**src/logic/cpuPkg.sv**
```systemverilog
`default_nettype none

package cpuPkg;

  typedef logic [7:0]  word_t;
  typedef logic [15:0] instr_t;
  typedef logic [2:0]  regIdx_t;

  typedef enum logic [3:0] {
    OP_RTYPE = 4'd0,
    OP_LOAD  = 4'd2,
    OP_STORE = 4'd3,
    OP_JUMP  = 4'd4,
    OP_ADDI  = 4'd8,
    OP_BEQ   = 4'd9
  } opcode_e;

  typedef enum logic [2:0] {
    F_ADD = 3'd0,
    F_SUB = 3'd1,
    F_MUL = 3'd2,  // Decodes to nop
    F_DIV = 3'd3,
    F_AND = 3'd4,
    F_OR  = 3'd5,
    F_XOR = 3'd6,
    F_NOT = 3'd7
  } funct_e;

  typedef enum logic [2:0] {
    ALU_ADD,
    ALU_SUB,
    ALU_AND,
    ALU_OR,
    ALU_XOR,
    ALU_NOT,
    ALU_PASS
  } aluOp_e;

  typedef enum logic [1:0] {
    FWD_REG,
    FWD_MEM,
    FWD_WB
  } fwdSel_e;

  function automatic opcode_e opcodeOf(instr_t instr);
    return opcode_e'(instr[15:12]);
  endfunction

  function automatic regIdx_t rdOf(instr_t instr);
    return instr[8:6];
  endfunction

  function automatic regIdx_t rs1Of(instr_t instr);
    return instr[5:3];
  endfunction

  function automatic regIdx_t rs2Of(instr_t instr);
    return instr[2:0];
  endfunction

  // Sign-extended 3-bit immediate
  function automatic word_t immOf(instr_t instr);
    return {{5{instr[2]}}, instr[2:0]};
  endfunction

endpackage

`default_nettype wire

```
**src/logic/pipeBus.sv**
```systemverilog
`timescale 1ns/1ps
`default_nettype none

// Decode to execute
interface idExBus;
  cpuPkg::word_t   operandA;
  cpuPkg::word_t   operandB;
  cpuPkg::word_t   imm;       // Branch offset or jump target for control flow
  cpuPkg::word_t   pc;
  cpuPkg::regIdx_t rd;
  cpuPkg::regIdx_t rs1;
  cpuPkg::regIdx_t rs2;
  cpuPkg::aluOp_e  aluOp;
  logic            useImm;
  logic            regWrite;
  logic            memRead;
  logic            memWrite;
  logic            isBranch;
  logic            isJump;

  modport producer (
    output operandA, operandB, imm, pc, rd, rs1, rs2, aluOp,
    output useImm, regWrite, memRead, memWrite, isBranch, isJump
  );

  modport consumer (
    input operandA, operandB, imm, pc, rd, rs1, rs2, aluOp,
    input useImm, regWrite, memRead, memWrite, isBranch, isJump
  );
endinterface


`default_nettype wire

```
**src/logic/decodeStage.sv**
```systemverilog
`timescale 1ns/1ps
`default_nettype none

module decodeStage (
  input  logic             clk,
  input  logic             reset,
  input  cpuPkg::instr_t   instrD,
  input  cpuPkg::word_t    pcD,
  input  logic             stall,
  input  logic             flushExecute,
  input  logic             wbValid,
  input  cpuPkg::regIdx_t  wbReg,
  input  cpuPkg::word_t    wbData,
  output cpuPkg::regIdx_t  rs1D,
  output cpuPkg::regIdx_t  rs2D,
  idExBus.producer         idEx
);

  cpuPkg::word_t   regs [8];
  cpuPkg::word_t   readA;
  cpuPkg::word_t   readB;
  cpuPkg::word_t   imm;
  cpuPkg::regIdx_t rd;
  cpuPkg::aluOp_e  aluOp;
  logic            writes;
  logic            useImm;
  logic            memRead;
  logic            memWrite;
  logic            isBranch;
  logic            isJump;
  logic            bubble;

  assign rd   = cpuPkg::rdOf(instrD);
  assign rs1D = cpuPkg::rs1Of(instrD);
  assign rs2D = cpuPkg::rs2Of(instrD);

  always_comb begin
    aluOp    = cpuPkg::ALU_PASS;
    imm      = cpuPkg::immOf(instrD);
    writes   = 1'b0;
    useImm   = 1'b0;
    memRead  = 1'b0;
    memWrite = 1'b0;
    isBranch = 1'b0;
    isJump   = 1'b0;
    case (cpuPkg::opcodeOf(instrD))
      cpuPkg::OP_RTYPE: begin
        writes = 1'b1;
        case (cpuPkg::funct_e'(instrD[11:9]))
          cpuPkg::F_ADD: aluOp = cpuPkg::ALU_ADD;
          cpuPkg::F_SUB: aluOp = cpuPkg::ALU_SUB;
          cpuPkg::F_AND: aluOp = cpuPkg::ALU_AND;
          cpuPkg::F_OR:  aluOp = cpuPkg::ALU_OR;
          cpuPkg::F_XOR: aluOp = cpuPkg::ALU_XOR;
          cpuPkg::F_NOT: aluOp = cpuPkg::ALU_NOT;
          default:       writes = 1'b0;  // mul, div
        endcase
      end
      cpuPkg::OP_ADDI: begin
        writes = 1'b1;
        useImm = 1'b1;
        aluOp  = cpuPkg::ALU_ADD;
      end
      cpuPkg::OP_LOAD: begin
        writes  = 1'b1;
        useImm  = 1'b1;
        memRead = 1'b1;
        aluOp   = cpuPkg::ALU_ADD;
      end
      cpuPkg::OP_STORE: memWrite = 1'b1;  // Address is rs1 as is
      cpuPkg::OP_BEQ: begin
        isBranch = 1'b1;
        imm      = {{5{rd[2]}}, rd};
      end
      cpuPkg::OP_JUMP: begin
        isJump = 1'b1;
        imm    = instrD[7:0];
      end
      default: ;
    endcase
  end

  // R0 is never written because wbValid excludes it
  always_ff @(posedge clk or posedge reset) begin
    if (reset) begin
      for (int i = 0; i < 8; i++) begin
        regs[i] <= cpuPkg::word_t'(i);
      end
    end else if (wbValid) begin
      regs[wbReg] <= wbData;
    end
  end

  function automatic cpuPkg::word_t readReg(cpuPkg::regIdx_t idx);
    if (idx == '0) begin
      return '0;
    end else if (wbValid && wbReg == idx) begin
      return wbData;  // Write lands this cycle
    end
    return regs[idx];
  endfunction

  always_comb begin
    readA = readReg(rs1D);
    readB = readReg(rs2D);
  end

  assign bubble = flushExecute || stall;

  always_ff @(posedge clk or posedge reset) begin
    if (reset) begin
      idEx.regWrite <= 1'b0;
      idEx.memRead  <= 1'b0;
      idEx.memWrite <= 1'b0;
      idEx.isBranch <= 1'b0;
      idEx.isJump   <= 1'b0;
    end else begin
      idEx.regWrite <= !bubble && writes && rd != '0;
      idEx.memRead  <= !bubble && memRead;
      idEx.memWrite <= !bubble && memWrite;
      idEx.isBranch <= !bubble && isBranch;
      idEx.isJump   <= !bubble && isJump;
    end
  end

  always_ff @(posedge clk) begin
    idEx.operandA <= readA;
    idEx.operandB <= readB;
    idEx.imm      <= imm;
    idEx.pc       <= pcD;
    idEx.rd       <= rd;
    idEx.rs1      <= rs1D;
    idEx.rs2      <= rs2D;
    idEx.aluOp    <= aluOp;
    idEx.useImm   <= useImm;
  end

endmodule

`default_nettype wire

```
**src/flat_wrapper.sv**
```systemverilog
// flat-port wrapper written by rule: the top's interface ports become plain ports
module decodeStage_flat 
  (clk, reset, instrD, pcD, stall, flushExecute, wbValid, wbReg, wbData, rs1D, rs2D, idEx_operandA, idEx_operandB, idEx_imm, idEx_pc, idEx_rd, idEx_rs1, idEx_rs2, idEx_aluOp, idEx_useImm, idEx_regWrite, idEx_memRead, idEx_memWrite, idEx_isBranch, idEx_isJump);
  idExBus idEx_i ();
  input  logic clk;
  input  logic reset;
  input  cpuPkg::instr_t instrD;
  input  cpuPkg::word_t pcD;
  input  logic stall;
  input  logic flushExecute;
  input  logic wbValid;
  input  cpuPkg::regIdx_t wbReg;
  input  cpuPkg::word_t wbData;
  output cpuPkg::regIdx_t rs1D;
  output cpuPkg::regIdx_t rs2D;
  output wire logic [$bits(idEx_i.operandA)-1:0] idEx_operandA;
  output wire logic [$bits(idEx_i.operandB)-1:0] idEx_operandB;
  output wire logic [$bits(idEx_i.imm)-1:0] idEx_imm;
  output wire logic [$bits(idEx_i.pc)-1:0] idEx_pc;
  output wire logic [$bits(idEx_i.rd)-1:0] idEx_rd;
  output wire logic [$bits(idEx_i.rs1)-1:0] idEx_rs1;
  output wire logic [$bits(idEx_i.rs2)-1:0] idEx_rs2;
  output wire logic [$bits(idEx_i.aluOp)-1:0] idEx_aluOp;
  output wire logic [$bits(idEx_i.useImm)-1:0] idEx_useImm;
  output wire logic [$bits(idEx_i.regWrite)-1:0] idEx_regWrite;
  output wire logic [$bits(idEx_i.memRead)-1:0] idEx_memRead;
  output wire logic [$bits(idEx_i.memWrite)-1:0] idEx_memWrite;
  output wire logic [$bits(idEx_i.isBranch)-1:0] idEx_isBranch;
  output wire logic [$bits(idEx_i.isJump)-1:0] idEx_isJump;
  assign idEx_operandA = idEx_i.operandA;
  assign idEx_operandB = idEx_i.operandB;
  assign idEx_imm = idEx_i.imm;
  assign idEx_pc = idEx_i.pc;
  assign idEx_rd = idEx_i.rd;
  assign idEx_rs1 = idEx_i.rs1;
  assign idEx_rs2 = idEx_i.rs2;
  assign idEx_aluOp = idEx_i.aluOp;
  assign idEx_useImm = idEx_i.useImm;
  assign idEx_regWrite = idEx_i.regWrite;
  assign idEx_memRead = idEx_i.memRead;
  assign idEx_memWrite = idEx_i.memWrite;
  assign idEx_isBranch = idEx_i.isBranch;
  assign idEx_isJump = idEx_i.isJump;
  decodeStage u_core (.clk(clk), .reset(reset), .instrD(instrD), .pcD(pcD), .stall(stall), .flushExecute(flushExecute), .wbValid(wbValid), .wbReg(wbReg), .wbData(wbData), .rs1D(rs1D), .rs2D(rs2D), .idEx(idEx_i));
endmodule
```
**config.mk**
```make
export PLATFORM = sky130hd
export DESIGN_NAME = decodeStage_flat
export DESIGN_NICKNAME = d
export VERILOG_FILES = /design/src/logic/cpuPkg.sv /design/src/logic/pipeBus.sv /design/src/logic/decodeStage.sv /design/src/flat_wrapper.sv
export SDC_FILE = /design/constraint.sdc
export NUM_CORES = 1
export LEC_CHECK = 0
export BUFFER_PORTS_ARGS = -buffer_cell sky130_fd_sc_hd__clkbuf_2
export CORE_MARGIN = 1.5
export CORE_UTILIZATION = 45
export DETAILED_ROUTE_END_ITERATION = 10
export GPL_TIMING_DRIVEN = 0
export PLACE_DENSITY = 0.67
export SLEW_MARGIN = 30
export SYNTH_ARGS = -nofsm -noshare
export SYNTH_HDL_FRONTEND = slang
export SYNTH_SLANG_ARGS = --single-unit
export TNS_END_PERCENT = 30
```
**constraint.sdc**
```tcl
create_clock -name clk -period 2.2 [get_ports clk]
set_input_delay 0.22 -clock clk [delete_from_list [all_inputs] [get_ports clk]]
set_output_delay 0.22 -clock clk [all_outputs]
set_load 0.005 [all_outputs]
```
==> results of run 1 <==
==> flip-flops by register name, indices dropped and copies added (netlist names), 3 cells and up <==
register	count
u_core.idEx.rs1	3
u_core.idEx.aluOp	3
u_core.idEx.imm	8
u_core.regs	64
u_core.idEx.operandA	8
u_core.idEx.pc	8
u_core.idEx.operandB	8
u_core.idEx.rs2	3
u_core.idEx.rd	3
==> layout make-up <==
cell class,instances,area share [%]
clock inverter,10,1.61
sequential,114,40.6
buffer,29,3.23
timing repair buffer,102,9.45
tap,140,2.69
clock buffer,22,7.45
inverter,2,0.192
multi-input combinational,193,34.8
==> logic make-up after synthesis <==
group                     share of synthesized area [%]
muxes                                              31.8
buffers and inverters                              4.29
xor gates and xnor gates                          0.853
AOI/OAI and AO/OA                                  5.27
and+or+nand+nor                                    6.31
DFF                                                51.5
==> timing repair <==
| action | 4_1_cts | 5_1_grt |
|---|---|---|
| hold buffers | 18 | 0 |
| hold endpoints to repair | 39 | 0 |
| resized for setup | 0 | 0 |
==> power by group through the flow <==
stage               Sequential, uW  Clock, uW  Combinational, uW
finish                        2720       2700               1120
global route                  2760       2840               1220
CTS                           2710       2760               1130
detailed placement            2750          0               1100
global placement              2720          0               1060
floorplan                     2700          0                775
==> layer usage <==
metal	part of all wire, %	vias up
met2	52	110
met1	39	1716
met4	2.5	0
met3	6.2	30
li1	-	1518
met5	0	-
==> how the worst max path moves through the flow <==
stage | slack (ns) | start | end | cells past startpoint
after floorplan | 0.26 | reset | u_core.idEx.isBranch | 1
after global placement | -0.57 | reset | u_core.regs[42] | 2
after detailed placement | 0.48 | wbReg[2] | u_core.regs[28] | 4
after CTS | 0.37 | instrD[4] | u_core.idEx.operandA[5] | 7
after global routing | 0.20 | instrD[0] | u_core.idEx.operandB[3] | 7
final | 0.27 | instrD[0] | u_core.idEx.operandB[3] | 7
==> metrics by stage <==
step	hold WS, ns	std cells	setup slack, ns	util [%]
final	0.0153	612	0.270	59.3
after global routing	0.0180	612	0.199	59.3
after CTS	0.00260	612	0.368	59.3
after detailed placement	0.262	562	0.475	52.3
after global placement	0.322	561	-0.572	52.1
after floorplan	0.248	338	0.260	-
==> layout by cell type (no fill, tap or decap), types with 3 or more instances in the layout <==
cell            n
dfstp_2        12
buf_4          10
buf_6           8
or3_1           3
buf_2           3
dfrtp_1        57
mux4_2         32
nor3_1          3
nor2_1          4
mux2_2         56
buf_1           8
o2bb2ai_1      16
dlygate4sd3_1  18
mux2_4          8
xnor2_1         5
clkbuf_16      18
mux2i_1        16
dfxtp_1        45
nand2_1        14
a21o_1          5
clkinv_2        6
clkbuf_2       83
==> impl_metrics.yaml, run 1 <==
status:
  status: "finished clean"
yosys:
  synthCells: 338
  syn_area_per_cell_um2: 15.2
  syn_nets: 378
  synth_seq_area_share_pct: 51.5
  synth_top_area_share_pct: 27.8
  synth_edf_count: 0
  post-synth-top-count-cell: "dfrtp_1"
  yosys_warnings: 0
  async_flop_share_pct: 60.5
  synthTopCellsByCount: "57 x dfrtp_1, 56 x mux2_2, 45 x dfxtp_1"
  synth_area_leaders: "dfrtp_1 28%, dfxtp_1 18%, mux4_2 14%"
  yosysTopAreaCell: "dfrtp_1"
  synth_flop_cell: "dfrtp_1"
  synth_area_mm2: 0.00513
  synth_seq_cells: 114
  synth.distinct_cells: 43
hold_path:
  holdPathStages: 2
  hp-start: "stall"
  min_path_type: "primary input to flop"
  min_to: "u_core.idEx.isJump"
setup_path:
  critPathMaxStageDelay_ns: 0.54
  critPathRequiredTime_ns: 2.45
  rr_worst_depth: 3
  path_class: "primary input to flop"
  critPathCaptureType: "flop"
  r2r_setup_slack_ns: 0.90
  critical-path-top-delay-family: "buffers and inverters"
  critPathBufInv: 3
  r2r_start: "u_core.regs[35]"
  crit_path_max_fanout: 10
  start_kind: "primary input"
  r2r-end: "u_core.idEx.operandB[3]"
  critical_path.cell_chain: "dlygate4sd3_1 > clkbuf_2 > buf_6 > xnor2_1 > nand3_1 > o22ai_2 > o2bb2ai_1"
  cp_slowest_cell: "dlygate4sd3_1"
  cp.arrival_ns: 2.18
drt:
  ant_nets: 0
  drc: 0
  wirelength_um: 11700
  dr.first_iter.drc_count: 170
  routed-via-count: 3374
  viasPerCell: 5.51
  avgRoutedWirePerCell_um: 19.2
  firstDrtPassIters: 4
power_and_ir_drop:
  pwr-share-seq_pct: 41.5
  p_int_uw: 4960
  total_power_uw: 6540
  ir_drop_v: 0.000560
  switching_power_uw: 1580
  switching_share_pct: 24.1
  p_clk_share_pct: 41.3
  p_per_area_mw_per_mm2: 1000
  cellLeakagePower_uw: 0.00284
  pwr-share-comb_pct: 17.2
timing:
  max_slew_margin_pct: 37.7
  final-setup-viol-count: 0
  drv_slew: 0
  rsz0062_at_grt: "no"
  tightest_slew_ns: 0.929
  hold_viol: 0
  skew_ns: 0.00817
  fmax_mhz: 518
  post-route-period-util_pct: 87.7
  finalCriticalPeriod_ns: 1.93
  fin_tns_setup_ns: 0
clocking:
  clkLatencyLatePin_ns: 0.41
  cts_sinks: 114
  htreeDepth: 4
  clockBufferDepth: 2
  cts_setup_buffers: 0
  cts_tree: "done"
  cts_buffers: 17
  path_clk_slew_ns: 0.05
  clockRootBuffer: "clkbuf_16"
cells_and_area:
  final_area_mm2: 0.00652
  syn_to_final_growth_pct: 27.0
  seqCellArea_mm2: 0.00264
  fillers: 873
  multi_input_area_mm2: 0.00227
  nets: 499
  antenna_cells: 0
  drive_above_1_share_pct: 54.4
placement:
  portBuffers: 83
  gp_congestion: 0.738
  postPlaceCellArea_mm2: 0.00575
  hpwl_um: 7760
floorplanning:
  rows: 38
  initial_core_util_pct: 46.7
  die-area_mm2: 0.0121
  coreArea_mm2: 0.0110
  dieWidth_um: 110
  io_pins: 96
  die-height_um: 110
global_routing:
  busiest_layer: "met2"
  grt_pass1_wl_um: 18100
  grt_pass1_vias: 3467
  grt_antenna_before_repair: 0
  grt_max_degree: 36
  grtUsageMet3_pct: 5.99
  grt_usage_pct: 21.1
  use_met1_pct: 23.8
  grtUsageMet2_pct: 36.8
  grt-ovfl-total: 0
run:
  maxCapViolCount: 0
(Power assumes the default switching activity.)
==> inputs of run 2 (changes only) <==
--- a/config.mk
+++ b/config.mk
@@ -10,7 +10,7 @@
 export CORE_UTILIZATION = 45
 export DETAILED_ROUTE_END_ITERATION = 10
 export GPL_TIMING_DRIVEN = 0
-export PLACE_DENSITY = 0.67
+export PLACE_DENSITY = 0.69
 export SLEW_MARGIN = 30
 export SYNTH_ARGS = -nofsm -noshare
 export SYNTH_HDL_FRONTEND = slang
==> constraint.sdc (replaced) <==
create_clock -name clk -period 1.7 [get_ports clk]
set_input_delay 0.17 -clock clk [delete_from_list [all_inputs] [get_ports clk]]
set_output_delay 0.17 -clock clk [all_outputs]
set_load 0.005 [all_outputs]
==> run 2 against run 1 <==
Net effect: global-route usage up 0.68 points; via count down 0.89%; register-to-register slack worse by 0.51 ns; critical path type unchanged; critical endpoint is now u_core.idEx.regWrite; largest cell class unchanged; highest routed layer unchanged.
==> impl_metrics.yaml, run 2 (synthesized netlist as in run 1, its figures left out) <==
timing:
  setup_ws_ns: 0.268
  drv_slew: 0
  finalCriticalPeriod_ns: 1.43
  post-route-period-util_pct: 84.2
  final-setup-viol-count: 0
  tightest_slew_ns: 0.969
  fin_tns_setup_ns: 0
  hold_viol: 0
  max_slew_margin_pct: 35.0
  fmax_mhz: 698
  skew_ns: 0.00649
  rsz0062_at_grt: "no"
drt:
  drc: 0
  routed-via-count: 3344
  wirelength_um: 12100
  ant_nets: 0
  dr.first_iter.drc_count: 182
  avgRoutedWirePerCell_um: 19.7
  viasPerCell: 5.41
  firstDrtPassIters: 4
setup_path:
  cp.arrival_ns: 1.77
  critPathMaxStageDelay_ns: 0.58
  path_class: "primary input to flop"
  cp_slowest_cell: "dlygate4sd3_1"
  critPathCaptureType: "flop"
  start_kind: "primary input"
  critPathRequiredTime_ns: 2.04
  cpMostUsedCell: "nor2_1"
  crit_path_max_fanout: 7
  critPathLaunch: "instrD[13]"
  critical_path.cell_chain: "clkbuf_2 > nor2_1 > nor4b_1 > nor2_1 > nor4_1 > dlygate4sd3_1"
  r2r_start: "u_core.regs[24]"
clocking:
  htreeDepth: 4
  clkLatencyLatePin_ns: 0.40
  clockRootBuffer: "clkbuf_16"
  cts_buffers: 17
  cts_sinks: 114
  cts_resized: 0
  cts_tree: "done"
  path_clk_slew_ns: 0.05
  cts_setup_buffers: 0
  clockBufferDepth: 2
cells_and_area:
  mostFrequentLayoutCells: "83 x clkbuf_2, 57 x dfrtp_1, 56 x mux2_2"
  syn_to_final_growth_pct: 28.2
  largest_reg_flops: 64
  nets: 505
  final_common_cell: "clkbuf_2"
  antenna_cells: 0
  top_register: "u_core.regs"
  drive_above_1_share_pct: 54.0
global_routing:
  use_met1_pct: 27.6
  grt_usage_pct: 21.8
  busiest_layer: "met2"
  grt_max_degree: 28
  grt-ovfl-total: 0
  grt_antenna_before_repair: 0
  grtUsageMet3_pct: 4.86
  grtUsageMet2_pct: 36.5
  grt_pass1_vias: 3442
  grt_pass1_wl_um: 18800
status:
  status: "finished clean"
placement:
  portBuffers: 83
  gp_congestion: 0.733
  hpwl_um: 7850
  place_ws_ns: -0.0658
floorplanning:
  die-height_um: 110
  initial_core_util_pct: 46.7
  coreArea_mm2: 0.0110
  die-area_mm2: 0.0121
  dieWidth_um: 110
  rows: 38
  io_pins: 96
power_and_ir_drop:
  p_per_area_mw_per_mm2: 1280
  cellLeakagePower_uw: 0.00286
  ir_drop_v: 0.000664
run:
  maxCapViolCount: 0
hold_path:
  min_path_type: "primary input to flop"
  hp-start: "instrD[11]"
-- run 2: cell types whose count changed in the layout (fill, tap and decap cells not counted) --
cell,delta
inv_4,-1
clkinvlp_4,+2
clkbuf_16,-1
buf_16,+1
dlygate4sd3_1,+5
-- run 2: stage by stage --
step | power (uW) | util, % | instance area [um2] | hold WS [ns] | cells
global placement | 4890 | 52.1 | 5730 | 0.272 | 561
finish | 8400 | 59.9 | 6580 | 0.0254 | 618
detailed placement | 4980 | 52.6 | 5770 | 0.232 | 563
global route | 8770 | 59.9 | 6580 | 0.0332 | 618
floorplan | 4490 | - | 5140 | 0.198 | 338
CTS | 8480 | 59.9 | 6580 | 0.0103 | 618
-- run 2: critical path, delay by kind of cell --
family	cells	cell delay (ns)
simple gates	4	0.86
buf+inv	2	0.73
-- run 2: path summary, 6_finish.rpt --
check / slack (ns) / endpoint / depth (start not counted)
setup / recovery: 0.27 / u_core.idEx.regWrite / 6
hold / removal: 0.03 / u_core.idEx.aluOp[1] / 3
setup reg to reg: 0.39 / u_core.idEx.operandA[0] / 3
hold reg to reg: 0.53 / u_core.regs[53] / 1
max in group asynchronous: 0.58 / u_core.regs[16] / 5
min in group asynchronous: 0.36 / u_core.regs[14] / 3
-- run 2: where the power goes --
| group | total (uW) | switching [uW] | internal (uW) |
|---|---|---|---|
| sequential | 3520 | 282 | 3240 |
| combinational | 1460 | 567 | 897 |
| clock | 3420 | 1200 | 2210 |
-- run 2: area by class of cell --
type / count / area (um2)
inverter: 2 / 13.8
sequential: 114 / 2640
clock inverter: 11 / 113
buffer: 29 / 210
fill: 874 / 4410
timing repair buffer: 108 / 693
multi-input combinational: 193 / 2270
tap: 140 / 175
clock buffer: 21 / 460
-- run 2: timing repair --
action,in CTS,in global routing
endpoints found under the hold margin,44,0
endpoints found under the setup margin,0,0
hold buffers,23,0
-- run 2: routing by layer --
layer | vias up | part of all wire [%]
met3 | 11 | 5.1
li1 | 1533 | -
met1 | 1700 | 42
met4 | 0 | 1.3
met2 | 100 | 51
met5 | - | 0
